## src/include/objram_consts.svh

```systemverilog
`ifndef OBJRAM_CONSTS_SVH
`define OBJRAM_CONSTS_SVH

// Entry index width, 256 entries per bank
`define OBJ_IDX_W 8

// AXI byte address width
`define OBJ_ADDR_W 13

// Byte address bit picking the CPU window
// 0 maps to the hidden bank, 1 to the displayed bank
`define OBJ_WIN_BIT 11

// Byte address bit selecting control space over the table
`define OBJ_CTRL_BIT 12

// Control register offsets
`define OBJ_REG_BANK 0
`define OBJ_REG_STATUS 4

// End-of-list flag in the attr word
`define OBJ_END_BIT 15

`endif
```

## src/source/objram_pkg.sv

```systemverilog
`include "objram_consts.svh"

package objram_pkg;

    // Manager to subordinate, AXI4-Lite
    typedef struct packed {
        logic                   awvalid;
        logic [`OBJ_ADDR_W-1:0] awaddr;
        logic                   wvalid;
        logic [31:0]            wdata;
        logic [3:0]             wstrb;
        logic                   bready;
        logic                   arvalid;
        logic [`OBJ_ADDR_W-1:0] araddr;
        logic                   rready;
    } axil_m2s_t;

    // Subordinate to manager, AXI4-Lite
    typedef struct packed {
        logic        awready;
        logic        wready;
        logic        bvalid;
        logic [1:0]  bresp;
        logic        arready;
        logic        rvalid;
        logic [31:0] rdata;
        logic [1:0]  rresp;
    } axil_s2m_t;

    // One CPU write into the object table
    typedef struct packed {
        // Window bit from the address, not yet mapped to a bank
        logic                  window;
        // 0 is the XY word, 1 the code/attr word
        logic                  half;
        logic [`OBJ_IDX_W-1:0] index;
        logic [31:0]           data;
        logic [3:0]            strobe;
    } tbl_wr_t;

    // Full object entry as the scanner sees it
    typedef struct packed {
        logic [15:0] x;
        logic [15:0] y;
        logic [15:0] code;
        logic [15:0] attr;
    } obj_entry_t;

endpackage

```

## src/source/obj_scan.sv

```systemverilog
`timescale 1ns/1ns

`include "objram_consts.svh"

module obj_scan
    import objram_pkg::*;
(
    input  logic                  clk_cpu,
    input  logic                  rst_n,
    input  logic                  frame_start,
    output logic [`OBJ_IDX_W-1:0] rd_index,
    input  obj_entry_t            rd_entry,
    output obj_entry_t            obj,
    output logic                  obj_valid,
    input  logic                  obj_ready,
    output logic                  busy
);

    // Read issued last cycle, rd_entry valid now
    logic pend;
    // Last index already sent to the RAM
    logic all_issued;
    logic issue;
    logic hit_end;
    logic load;

    // Only read when the output slot is sure to be empty on return
    // No read in flight and output empty or draining this cycle
    assign issue = busy && !all_issued && !pend && (!obj_valid || obj_ready);

    // End flag seen on the returning entry
    assign hit_end = pend && rd_entry.attr[`OBJ_END_BIT];

    // Returning entry goes to the output unless it ends the list
    assign load = pend && !hit_end;

    always_ff @(posedge clk_cpu) begin
        if (!rst_n) begin
            busy       <= 1'b0;
            pend       <= 1'b0;
            all_issued <= 1'b0;
            rd_index   <= '0;
        end else begin
            pend <= issue;
            if (!busy) begin
                // New frame, walk from entry 0
                if (frame_start) begin
                    busy       <= 1'b1;
                    rd_index   <= '0;
                    all_issued <= 1'b0;
                end
            end else begin
                if (issue) begin
                    rd_index <= rd_index + 1'b1;
                    if (rd_index == '1) begin
                        all_issued <= 1'b1;
                    end
                end
                // Done at the end flag or once entry 255 is back
                if (hit_end || (pend && all_issued)) begin
                    busy <= 1'b0;
                end
            end
        end
    end

    // Output valid, held until taken
    always_ff @(posedge clk_cpu) begin
        if (!rst_n) begin
            obj_valid <= 1'b0;
        end else if (load) begin
            obj_valid <= 1'b1;
        end else if (obj_ready) begin
            obj_valid <= 1'b0;
        end
    end

    // Output record, only loaded into an empty slot
    always_ff @(posedge clk_cpu) begin
        if (load) begin
            obj <= rd_entry;
        end
    end

endmodule

```

## config.mk

```make
export PLATFORM = sky130hd
export DESIGN_NAME = obj_scan
export DESIGN_NICKNAME = d
export VERILOG_FILES = /design/src/source/objram_pkg.sv /design/src/source/obj_scan.sv
export VERILOG_INCLUDE_DIRS = /design/src /design/src/include
export SDC_FILE = /design/constraint.sdc
export NUM_CORES = 1
export LEC_CHECK = 0
export ABC_AREA = 1
export BUFFER_PORTS_ARGS = -buffer_cell sky130_fd_sc_hd__clkbuf_2
export CORE_ASPECT_RATIO = 0.7
export CORE_MARGIN = 10
export CORE_UTILIZATION = 46
export CTS_CLUSTER_DIAMETER = 50
export DETAILED_ROUTE_END_ITERATION = 8
export PLACE_DENSITY = 0.9
export SETUP_SLACK_MARGIN = 0.15
export SYNTH_ARGS = -nofsm -noshare
export SYNTH_HDL_FRONTEND = slang
export SYNTH_SLANG_ARGS = --single-unit
```

## constraint.sdc

```tcl
create_clock -name clk_cpu -period 10.44 [get_ports clk_cpu]
set_input_delay 2.088 -clock clk_cpu [delete_from_list [all_inputs] [get_ports clk_cpu]]
set_output_delay 2.088 -clock clk_cpu [all_outputs]
set_load 0.005 [all_outputs]
```

* Word-level counts from Yosys, hierarchy flattened
Index checks and enable logic that the tools add are counted.
** Word-level totals
- Bits in registers :: 76
- Latch bits :: 0
- RAM bits :: 0
- ROM bits :: 0
- Input bits :: 68
- Word-level logic and storage cells :: 41
- Memories :: 0
** Cells by class
- Add/subtract/negate cells :: 1
- Multipliers :: 0
- Divide/modulo/power cells :: 0
- Magnitude comparators :: 0
- Eq/ne operators :: 3
- Shifts and indexed selects :: 0
- Multiplexer cells :: 12
- Bitwise gates (word level) :: 0
- Reductions and logical operators :: 16
** Operators with widths (number)
- $mux W8 :: 3
- $mux W1 :: 9
- $add A8 B1 Y8 const B :: 1
- $eq A8 B8 Y1 const B :: 1
- $logic_and A1 B1 Y1 :: 6
- $logic_not A1 Y1 :: 4
- $ne A2 B1 Y1 const B :: 2
- $reduce_bool A2 Y1 :: 2
- $reduce_and A3 Y1 :: 1
- $logic_or A1 B1 Y1 :: 2
- $reduce_and A2 Y1 :: 1

* Longest topological paths before layout
- Depth in word-level cells :: 6
- Gate-level depth with buffers :: 8
- Depth with buffers taken out :: 8

* Least setup slack after synthesis
OpenSTA, ideal clock, no wires.
- Path kind :: in2reg
- From :: in rd_entry[15] in the netlist's numbering
- To :: reg obj[0] in the netlist's numbering, enable pin
- Library setup time :: 0.487 ns
- Arrival :: 4.786 ns
- Required time :: 9.953 ns
- Slack :: 5.167 ns
- Cell stages on the path :: 1
- Cells stage by stage :: nor2_1
** On the way
- Cells in the longest elaborated chain, start to end :: 3
** RTL lines
- start, declared :: RTL line obj_scan.sv:12 : input obj_entry_t rd_entry,
- $logic_and A1 B1 Y1 :: RTL line obj_scan.sv:32 : assign hit_end = pend && rd_entry.attr[`OBJ_END_BIT];
- $logic_not A1 Y1 :: RTL line obj_scan.sv:35 : assign load = pend && !hit_end;
- $logic_and A1 B1 Y1 :: RTL line obj_scan.sv:35
- end signal, assigned :: RTL line obj_scan.sv:81 : obj <= rd_entry;
- end, declared :: RTL line obj_scan.sv:13 : output obj_entry_t obj,
Every way passes these cells.
A chain may end at the register's enable or synchronous reset.

* Final worst setup path
- From :: in rd_entry[15] in the netlist's numbering
- To :: reg obj[50] in the netlist's numbering, enable pin
** On the way
- Cells in the longest elaborated chain, start to end :: 3
** RTL lines
- $logic_and A1 B1 Y1 :: RTL line obj_scan.sv:32
- $logic_not A1 Y1 :: RTL line obj_scan.sv:35
- $logic_and A1 B1 Y1 :: RTL line obj_scan.sv:35
- named net load :: RTL line obj_scan.sv:25 : logic load;
The timed path passes the listed nets, and every way through them passes these cells.

==> impl_summary.log <==
[metrics] number of remaining DRC errors: 0
[metrics] routed via count divided by cell count: 4.64
[metrics] count of hold buffers inserted by post-cts repair: 0
[metrics] initial core utilization: 47.7%
[metrics] number of clock sinks: 76
[metrics] net switching fraction of the power: 19.2%
[metrics] result of the run: complete, no violations
[metrics] async set-reset flop share out of synthesis: 0%
[metrics] sequential cell area fraction in the yosys report: 86.1%
[metrics] area enclosed by the die boundary: 8860 µm²
[metrics] wire length of the first global-routing pass: 9700 µm
[metrics] length of the first detailed-routing pass in iterations: 4
[metrics] antenna-violating nets left: 0
[metrics] number of max-cap violations: 0
[metrics] ratio of cells with drive above 1 in the final layout: 53.6%
[metrics] total inserted antenna cells: 0
[metrics] Syn. warnings: 0
[metrics] Detail Placement HPWL: 5230 µm
[metrics] most used flip-flop cell after synthesis: sky130_fd_sc_hd__edfxtp_1
[metrics] antenna violations before repair: 0
[metrics] Clk Latency, worst-skew pair: 0.33 ns
[metrics] combinational fraction of design power: 5.2%
[metrics] maximum clock insertion buffer count: 2
[metrics] worst-case headroom to the max-slew limit: 49.9%
[metrics] total of cells resized after clock tree synthesis: 0
[metrics] Hold Violations, Final: 0
[metrics] top cell type by total area after synthesis: sky130_fd_sc_hd__edfxtp_1
[metrics] average cell area after synthesis: 17.1 µm²
[metrics] Core Region: 5260 µm²
[metrics] maximum fanout encountered on the critical timing path: 38
[metrics] leading post-synthesis cells by cell area: sky130_fd_sc_hd__edfxtp_1, sky130_fd_sc_hd__dfxtp_1, sky130_fd_sc_hd__nand2_1
[metrics] Filler cells: 411
[metrics] net switching power figure: 115 µW
[metrics] total global routing overflow: 0
[metrics] worst min-delay path class: reg2reg
[metrics] average routed wire per standard cell: 17.3 µm
[metrics] Clock Power Share: 38.0%
[metrics] kind of end point of the critical path: flop
[metrics] final critical delay including setup and external delays: 3.38 ns
[metrics] most used standard cell by instance count after synthesis: sky130_fd_sc_hd__edfxtp_1
[metrics] Area Overhead vs Synth: 40.4%
[metrics] Data arrival, critical path: 3.36 ns
[metrics] number of standard-cell rows in the floorplan: 22
[metrics] Post-CTS Setup Bufs: 0
[metrics] Syn Inst Count: 147
[metrics] count of state elements after synthesis: 76
[metrics] post-synthesis net count: 216
[metrics] number of clock buffers inserted by TritonCTS: 9
[metrics] global routing usage summed across all routing layers: 14.6%
[metrics] Max Clock Skew: 0.00620 ns
[metrics] wirelength, routed: 6490 µm
[metrics] number of violations reported at the end of detailed-routing iteration 0: 83
[metrics] Final Slew Violations: 0
[metrics] DIE WIDTH: 108 µm
[metrics] register clock-pin slew on the reported worst setup and hold paths: 0.07 ns
[metrics] library cell used as clock root buffer: sky130_fd_sc_hd__clkbuf_8
[metrics] setup violators final: 0
[metrics] vias in the first global route: 1887
[metrics] final cycle utilization of the critical path: 32.4%
[metrics] via count of the routed design: 1746
[metrics] pin slew with the least headroom to its limit: 0.749 ns
[metrics] kind of launch point of the worst setup path: input port
[metrics] Sum Neg Setup Slack: 0 ns
[metrics] leading post-synthesis cells by instance count: sky130_fd_sc_hd__edfxtp_1, sky130_fd_sc_hd__nand2_1, sky130_fd_sc_hd__dfxtp_1, sky130_fd_sc_hd__nor2_1, sky130_fd_sc_hd__nand3_1
[metrics] CTS tree: built
[metrics] P_int: 483 µW
[metrics] H-tree levels: 3
[metrics] portion of synthesized cell area occupied by the leading cell type: 76.6%
[metrics] critical path start-end classification: in2reg
[metrics] number of enable-type register cells in the synthesized netlist: 64
[metrics] setup repair after global routing missed its margin: false
[metrics] Storage cell area: 2160 µm²
[metrics] I/O pin cnt: 142
[metrics] Pleak: 0.00150 µW
[metrics] vertical extent of the die: 81.8 µm
[metrics] Max Clk Rate: 296 MHz
[metrics] data required time at the worst endpoint: 10.42 ns
[metrics] post-synthesis instance area: 2510 µm²
[metrics] final RePlAce weighted congestion: 0.810
[metrics] maximum number of pins on one net before global-route repair: 39
[metrics] share of power burned in registers: 56.8%
[metrics] area occupied by multi-input gates: 325 µm²
[metrics] total power: 597 µW
[metrics] buffers added on ports: 141
[metrics] power density over the cells: 169 nW/µm²
[metrics] post-layout utilization of the core: 67.0%
[metrics] Net count, final: 369
[metrics] Yosys cell types: 18
[metrics] worst supply voltage drop on vdd: 0.000117 V
power groups by stage:
stage	Combinational (µW)	Sequential [µW]	Clock [µW]
floorplan	9.02	347	0
global placement	30.4	345	0
detailed placement	31.9	346	0
CTS	32.0	339	236
global route	34.9	340	249
finish	31.3	339	227
metal layers:
metal / GRT usage (%) / vias up / wire length, µm
met4: 4.86 / 0 / 67
met5: 0 / - / 0
met2: 25.4 / 97 / 3230
met1: 14.1 / 804 / 2320
li1: - / 838 / -
met3: 9.07 / 7 / 867
cells in the final DEF, fill, tap and decap left out, drive strengths merged, types with 3 or more instances in the layout:
cell type,Yosys,layout
clkbuf,0,150
edfxtp,64,64
nand2,24,24
nor2,13,13
dfxtp,12,12
nand3,10,10
a21oi,9,9
inv,8,8
clkinv,0,3
critical path: stages:
cell	delay, ns
sky130_fd_sc_hd__clkbuf_2	0.12
sky130_fd_sc_hd__nor2_4	0.60
sky130_fd_sc_hd__buf_4	0.53
metrics by stage:
stage          hold slack, ns  instances  setup slack (ns)  cell area (µm²)
2_1_floorplan           0.474        147              5.17             2510
3_3_place_gp            0.483        361              6.73             3320
3_5_place_dp            0.499        361              6.68             3320
4_1_cts                 0.512        376              7.05             3520
5_1_grt                 0.541        376              6.97             3520
6_report                0.509        376              7.06             3520
layout make-up:
| class | instances | area share [%] |
|---|---|---|
| tap | 72 | 2.56 |
| sequential | 76 | 61.3 |
| clock inverter | 6 | 2.27 |
| multi-input combinational | 63 | 9.23 |
| clock buffer | 9 | 3.51 |
| inverter | 8 | 0.852 |
| timing repair buffer | 142 | 20.2 |
final timing paths:
path | end | slack [ns] | cells past startpoint | startpoint
max | obj[50] | 7.06 | 3 | rd_entry[15]
min | busy | 0.51 | 2 | busy
max reg2reg | obj[50] | 8.54 | 3 | pend
min reg2reg | busy | 0.51 | 2 | busy
cells by family (layout without fill, tap and decap cells):
logic type / after synthesis / after routing / synth area share [%]
AO/OA/AOI/OAI: 11 / 11 / 2.34
buffers and inverters: 8 / 165 / 1.20
AND/OR/NAND/NOR: 51 / 51 / 9.82
flip-flops: 76 / 76 / 86.1
adder cells (fa/ha/maj): 1 / 1 / 0.498
registers in the layout, indices dropped and copies added, names as in the netlist:
| signal | cells |
|---|---|
| obj | 64 |
| all_issued | 1 |
| pend | 1 |
| busy | 1 |
| obj_valid | 1 |
| rd_index | 8 |
No activity file was read; power rests on OpenSTA's default activity.
