==> config.mk <==
export PLATFORM = sky130hd
export DESIGN_NAME = objram_axil
export DESIGN_NICKNAME = d
export VERILOG_FILES = /design/src/source/objram_pkg.sv /design/src/source/objram_axil.sv
export VERILOG_INCLUDE_DIRS = /design/src /design/src/include
export SDC_FILE = /design/constraint.sdc
export NUM_CORES = 1
export LEC_CHECK = 0
export ABC_CLOCK_PERIOD_IN_PS = 3500
export BUFFER_PORTS_ARGS = -buffer_cell sky130_fd_sc_hd__buf_2
export CAP_MARGIN = 30
export CELL_PAD_IN_SITES_DETAIL_PLACEMENT = 0
export CELL_PAD_IN_SITES_GLOBAL_PLACEMENT = 2
export CORE_MARGIN = 10
export CORE_UTILIZATION = 25
export CTS_CLUSTER_DIAMETER = 200
export DETAILED_ROUTE_END_ITERATION = 6
export GPL_TIMING_DRIVEN = 1
export HOLD_SLACK_MARGIN = 0.15
export MAX_ROUTING_LAYER = met4
export PLACE_DENSITY_LB_ADDON = 0.2
export SETUP_SLACK_MARGIN = 0.3
export SLEW_MARGIN = 0
export SYNTH_ARGS = -nofsm -noshare
export SYNTH_HDL_FRONTEND = slang
export SYNTH_SLANG_ARGS = --single-unit
==> constraint.sdc <==
create_clock -name clk_cpu -period 3.5 [get_ports clk_cpu]
set_input_delay 0.35 -clock clk_cpu [delete_from_list [all_inputs] [get_ports clk_cpu]]
set_output_delay 0.35 -clock clk_cpu [all_outputs]
set_load 0.05 [all_outputs]
==> src/include/objram_consts.svh <==
`ifndef OBJRAM_CONSTS_SVH
`define OBJRAM_CONSTS_SVH

// Entry index width, 256 entries per bank
`define OBJ_IDX_W 8

// AXI byte address width
`define OBJ_ADDR_W 13

// Byte address bit picking the CPU window
// 0 maps to the hidden bank, 1 to the displayed bank
`define OBJ_WIN_BIT 11

// Byte address bit selecting control space over the table
`define OBJ_CTRL_BIT 12

// Control register offsets
`define OBJ_REG_BANK 0
`define OBJ_REG_STATUS 4

// End-of-list flag in the attr word
`define OBJ_END_BIT 15

`endif
==> src/source/objram_pkg.sv <==
`include "objram_consts.svh"

package objram_pkg;

    // Manager to subordinate, AXI4-Lite
    typedef struct packed {
        logic                   awvalid;
        logic [`OBJ_ADDR_W-1:0] awaddr;
        logic                   wvalid;
        logic [31:0]            wdata;
        logic [3:0]             wstrb;
        logic                   bready;
        logic                   arvalid;
        logic [`OBJ_ADDR_W-1:0] araddr;
        logic                   rready;
    } axil_m2s_t;

    // Subordinate to manager, AXI4-Lite
    typedef struct packed {
        logic        awready;
        logic        wready;
        logic        bvalid;
        logic [1:0]  bresp;
        logic        arready;
        logic        rvalid;
        logic [31:0] rdata;
        logic [1:0]  rresp;
    } axil_s2m_t;

    // One CPU write into the object table
    typedef struct packed {
        // Window bit from the address, not yet mapped to a bank
        logic                  window;
        // 0 is the XY word, 1 the code/attr word
        logic                  half;
        logic [`OBJ_IDX_W-1:0] index;
        logic [31:0]           data;
        logic [3:0]            strobe;
    } tbl_wr_t;

    // Full object entry as the scanner sees it
    typedef struct packed {
        logic [15:0] x;
        logic [15:0] y;
        logic [15:0] code;
        logic [15:0] attr;
    } obj_entry_t;

endpackage

==> src/source/objram_axil.sv <==
`timescale 1ns/1ns

`include "objram_consts.svh"

module objram_axil
    import objram_pkg::*;
(
    input  logic      clk_cpu,
    input  logic      rst_n,
    input  axil_m2s_t bus_in,
    output axil_s2m_t bus_out,
    output tbl_wr_t   tbl_wr,
    output logic      tbl_we,
    output logic      obank,
    input  logic      busy
);

    localparam logic [1:0] RESP_OKAY   = 2'b00;
    localparam logic [1:0] RESP_SLVERR = 2'b10;

    // Handshake and response state
    logic        wr_rdy;
    logic        bvalid;
    logic [1:0]  bresp;
    logic        rd_rdy;
    logic        rvalid;
    logic [31:0] rdata;
    logic [1:0]  rresp;

    // Address decode
    logic                    wr_hs;
    logic                    rd_hs;
    logic                    aw_ctrl;
    logic                    ar_ctrl;
    logic [`OBJ_CTRL_BIT-1:0] aw_off;
    logic [`OBJ_CTRL_BIT-1:0] ar_off;

    assign wr_hs   = wr_rdy && bus_in.awvalid && bus_in.wvalid;
    assign rd_hs   = rd_rdy && bus_in.arvalid;
    assign aw_ctrl = bus_in.awaddr[`OBJ_CTRL_BIT];
    assign ar_ctrl = bus_in.araddr[`OBJ_CTRL_BIT];
    assign aw_off  = bus_in.awaddr[`OBJ_CTRL_BIT-1:0];
    assign ar_off  = bus_in.araddr[`OBJ_CTRL_BIT-1:0];

    // Write channel
    // AW and W accepted together, one transaction at a time
    always_ff @(posedge clk_cpu) begin
        if (!rst_n) begin
            wr_rdy <= 1'b0;
            bvalid <= 1'b0;
            tbl_we <= 1'b0;
            obank  <= 1'b0;
        end else begin
            wr_rdy <= !wr_rdy && !bvalid && bus_in.awvalid && bus_in.wvalid;
            tbl_we <= wr_hs && !aw_ctrl;
            if (wr_hs) begin
                bvalid <= 1'b1;
                // Bank bit lives in byte lane 0
                if (aw_ctrl && aw_off == `OBJ_REG_BANK && bus_in.wstrb[0]) begin
                    obank <= bus_in.wdata[0];
                end
            end else if (bvalid && bus_in.bready) begin
                bvalid <= 1'b0;
            end
        end
    end

    // Write payload and response code
    always_ff @(posedge clk_cpu) begin
        if (wr_hs) begin
            tbl_wr.window <= bus_in.awaddr[`OBJ_WIN_BIT];
            // Address bit 2 picks XY or code/attr
            tbl_wr.half   <= bus_in.awaddr[2];
            tbl_wr.index  <= bus_in.awaddr[`OBJ_IDX_W+2:3];
            tbl_wr.data   <= bus_in.wdata;
            tbl_wr.strobe <= bus_in.wstrb;
            // Status is read only, other control offsets unmapped
            if (aw_ctrl && aw_off != `OBJ_REG_BANK) begin
                bresp <= RESP_SLVERR;
            end else begin
                bresp <= RESP_OKAY;
            end
        end
    end

    // Read channel
    always_ff @(posedge clk_cpu) begin
        if (!rst_n) begin
            rd_rdy <= 1'b0;
            rvalid <= 1'b0;
        end else begin
            rd_rdy <= !rd_rdy && !rvalid && bus_in.arvalid;
            if (rd_hs) begin
                rvalid <= 1'b1;
            end else if (rvalid && bus_in.rready) begin
                rvalid <= 1'b0;
            end
        end
    end

    // Read data, table is write only
    always_ff @(posedge clk_cpu) begin
        if (rd_hs) begin
            if (ar_ctrl && ar_off == `OBJ_REG_BANK) begin
                rdata <= {31'd0, obank};
                rresp <= RESP_OKAY;
            end else if (ar_ctrl && ar_off == `OBJ_REG_STATUS) begin
                rdata <= {31'd0, busy};
                rresp <= RESP_OKAY;
            end else begin
                rdata <= 32'd0;
                rresp <= RESP_SLVERR;
            end
        end
    end

    assign bus_out.awready = wr_rdy;
    assign bus_out.wready  = wr_rdy;
    assign bus_out.bvalid  = bvalid;
    assign bus_out.bresp   = bresp;
    assign bus_out.arready = rd_rdy;
    assign bus_out.rvalid  = rvalid;
    assign bus_out.rdata   = rdata;
    assign bus_out.rresp   = rresp;

endmodule

### Word level (Yosys, flattened, before mapping)

Cells that the tools add are included.

* flip-flop bits (word level): 88
* input port bits: 70
* word-level logic and storage cells: 51

* equality and inequality tests: 1
* mux-type cells: 8
* reductions and logical operators: 27

Operators with widths (number)
* $logic_not 12->1: 2
* $logic_and 1x1->1: 16
* $eq 12x3->1 const B: 1
* $reduce_bool 12->1: 1
* $mux 1: 6
* $logic_not 1->1: 5
* $mux 2: 2
* $reduce_bool 2->1: 2
* $reduce_and 2->1: 1

### Depth between registers and ports, before layout

* depth in word-level cells: 4
* gate-level depth with buffers: 4

### Least setup slack after synthesis

No wires, ideal clock.

* kind: in2reg
* start: input port bus_in[52] (netlist bit)
* end: register obank
* arrival time: 1156 ps
* data required time: 3381 ps
* setup slack: 2225 ps
* stages on the path: 3
* path buffers: 0
* path through: and3_4 > nand4_1 > mux2i_1

* cells in the longest elaborated chain, start to end: 2

RTL lines
* start: declaration: line objram_axil.sv:10 `input axil_m2s_t bus_in,`
* $logic_and 1x1->1: line objram_axil.sv:38 `assign wr_hs = wr_rdy && bus_in.awvalid && bus_in.wvalid;`
* $reduce_and 2->1 (no line)
* end signal: assignment: line objram_axil.sv:60 `obank <= bus_in.wdata[0];`
* end: declaration: line objram_axil.sv:14 `output logic obank,`

No other way between the ends.
A chain may end at the register's enable or synchronous reset.

### Worst setup path in the final report

* start: register wr_rdy
* end: register obank

* cells in the longest elaborated chain, start to end: 3

RTL lines
* start: declaration: line objram_axil.sv:22 `logic wr_rdy;`
* start signal: assignment: line objram_axil.sv:54 `wr_rdy <= !wr_rdy && !bvalid && bus_in.awvalid && bus_in.wvalid;`
* $logic_and 1x1->1 (2 in series): line objram_axil.sv:38
* net wr_hs: line objram_axil.sv:31 `logic wr_hs;`
* $reduce_and 2->1 (no line)

The timed path passes the listed nets, and every way through them passes these cells.

==> impl_metrics.json <==
{
  "synth_area_per_cell_um2": 16.94,
  "cts_max_path_buffers": 2,
  "clkPwrFrac": 0.312,
  "die_width_um": 110.5,
  "drc": 0,
  "r2r-start": "wr_rdy$_SDFF_PN0_",
  "final_cell_mix": "125 x buf_2, 49 x edfxtp_1, 33 x conb_1",
  "fin_tns_setup_ps": 0,
  "die_area_um2": 12220,
  "synth_top_area_frac": 0.7179,
  "worstPathArrival_ps": 1650,
  "drive_gt1_frac": 0.5385,
  "fmax_ghz": 0.6880,
  "status": "completed",
  "numCtsBuffers": 5,
  "ioPinCount": 159,
  "rsz0062_at_grt": "no",
  "yosysSeqAreaShare": 0.7766,
  "min_path_type": "input port to register",
  "layout_commonest_cell": "buf_2",
  "crit_path_max_fanout": 50,
  "drv_slew": 0,
  "cts.sinks": 55,
  "drt_first_pass_iters": 2,
  "dpl_cell_area_um2": 2638,
  "grt_usage": 0.08769,
  "hold_ws_ps": 220.0,
  "rows": 32,
  "layout.cells.non_filler": 349,
  "p_int_uw": 966.4,
  "grt_max_degree": 51,
  "sw_frac_of_total": 0.2518,
  "relSlewSlack": 0.5650,
  "hold_depth": 1,
  "start_util": 0.2612,
  "insertion_delay_ps": 300,
  "yosysTopAreaCell": "edfxtp_1",
  "finalInstanceArea_um2": 2744,
  "grt_pass1_vias": 1455,
  "power_per_cell_area_nw_per_um2": 470.7,
  "path_class": "register to register",
  "synthCells": 121,
  "synthToLayoutAreaGrowth_pct": 33.88,
  "crit_chain": "and3_4 -> nand4_1 -> mux2i_1",
  "ctsResizeCount": 0,
  "drtIter0Drc": 45,
  "antennaDiodeCount": 0,
  "antenna_left": 0,
  "postCtsSetupBuffers": 0,
  "layout.nets": 317,
  "io_buffers": 125,
  "finalPower_mw": 1.292,
  "whs_endpoint": "tbl_wr[10]$_DFFE_PP_",
  "avgViaCountPerCell": 3.777,
  "peakVddDrop_mv": 0.1487,
  "wl_per_cell_um": 16.03,
  "hpwl_mm": 4.718,
  "pre_cts_slack_ps": 1942,
  "cts_tree": "built",
  "routed_wl_mm": 5.596,
  "r2r_cells": 3,
  "fin_crit_ps": 1453,
  "root_buffer": "clkbuf_8",
  "r2r-end": "obank$_SDFFE_PN0P_",
  "clk_pin_slew_ps": 90,
  "vias": 1318,
  "antenna_found_initial": 0,
  "grt_pass1_wl_mm": 8.224,
  "synth_area_um2": 2049,
  "core_um2": 7848,
  "worst_pin_slew_ps": 652.6,
  "hold_start": "bus_in[26]",
  "maxCapViolCount": 0,
  "p_leak_nw": 1.221,
  "cp_slowest_cell": "and3_4",
  "ys_seq_elements": 55,
  "yosys_warnings": 0,
  "worst_slack_ps": 2047,
  "p_comb_frac": 0.127,
  "switchingPower_uw": 325.1,
  "final-hold-violation-count": 0,
  "gr-total-overflow": 0,
  "power.share.sequential": 0.561,
  "worstPathRequired_ps": 3690,
  "final_core_utilization": 0.3496,
  "max_stage_delay_ps": 630,
  "synth_cell_types": 19,
  "htreeDepth": 2,
  "r2r_slack_ps": 2050,
  "cts_hold_buf": 0,
  "clock_skew_ps": 5.068,
  "synth_area_leaders": "edfxtp_1 72%, buf_4 14%, dfxtp_1 5.9%",
  "start_kind": "register",
  "die_h_um": 110.5,
  "placed_cells": 342,
  "finalWeightedCongestion": 0.6971,
  "setup_viol": 0,
  "cp-end-kind": "register",
  "fin_crit_sh": 0.4153
}
-- cell families after synthesis --
family,share of synthesized area
AO/OA/AOI/OAI,0.007324
buffers and inverters,0.1410
multiplexers,0.009768
other,0.001830
flip-flops,0.7766
AND/OR/NAND/NOR,0.06349
-- cell usage after synthesis --
master	instances
and2_1	1
and3_1	2
and3_4	1
buf_4	38
conb_1	1
dfxtp_1	6
edfxtp_1	49
inv_1	1
mux2i_1	2
nand2_1	3
nand3_1	1
nand4_1	1
nand4b_1	1
nor2_1	3
nor2b_1	2
nor3_1	1
nor4_1	5
nor4b_1	1
o21a_1	2
-- area by class of cell --
class                   instances  area, um2
well taps                     102      127.6
clock inverters                 2      37.54
inverters                       1      3.754
flip-flops and latches         55       1592
repair buffers                125      625.6
fillers                       812       5104
multi-input cells              59      289.0
clock buffers                   5      68.82
-- worst max path at each step --
stage | cells after the start | end | from
finish | 3 | obank$_SDFFE_PN0P_ | wr_rdy$_SDFF_PN0_
global route | 3 | obank$_SDFFE_PN0P_ | wr_rdy$_SDFF_PN0_
CTS | 3 | obank$_SDFFE_PN0P_ | wr_rdy$_SDFF_PN0_
detailed placement | 4 | obank$_SDFFE_PN0P_ | bus_in[52]
global placement | 4 | obank$_SDFFE_PN0P_ | bus_in[52]
floorplan | 3 | obank$_SDFFE_PN0P_ | bus_in[52]
-- power by group through the flow --
stage | Clock, mW | Sequential (mW) | Combinational, mW
CTS | 0.422 | 0.724 | 0.164
global route | 0.453 | 0.725 | 0.174
detailed placement | 0 | 0.739 | 0.164
finish | 0.403 | 0.724 | 0.164
global placement | 0 | 0.739 | 0.162
floorplan | 0 | 0.760 | 0.124
-- sequential cells by signal, indices dropped and copies added, names as in the netlist --
name,cells
rvalid,1
wr_rdy,1
rd_rdy,1
tbl_we,1
bvalid,1
bresp,1
obank,1
rresp,1
tbl_wr,46
rdata,1
-- worst max-delay path: cells and delay by family (launching register included) --
kind | cells | cell delay, ps
simple gates | 2 | 820
flops | 1 | 370
mux | 1 | 150
-- metal layers --
metal / vias to the layer above / global-route usage / part of all wire
li1: 615 / - / -
met1: 591 / 0.1069 / 0.46
met2: 104 / 0.1268 / 0.44
met3: 8 / 0.03944 / 0.079
met4: 0 / 0.02763 / 0.015
met5: - / - / 0
(Power assumes the default switching activity.)
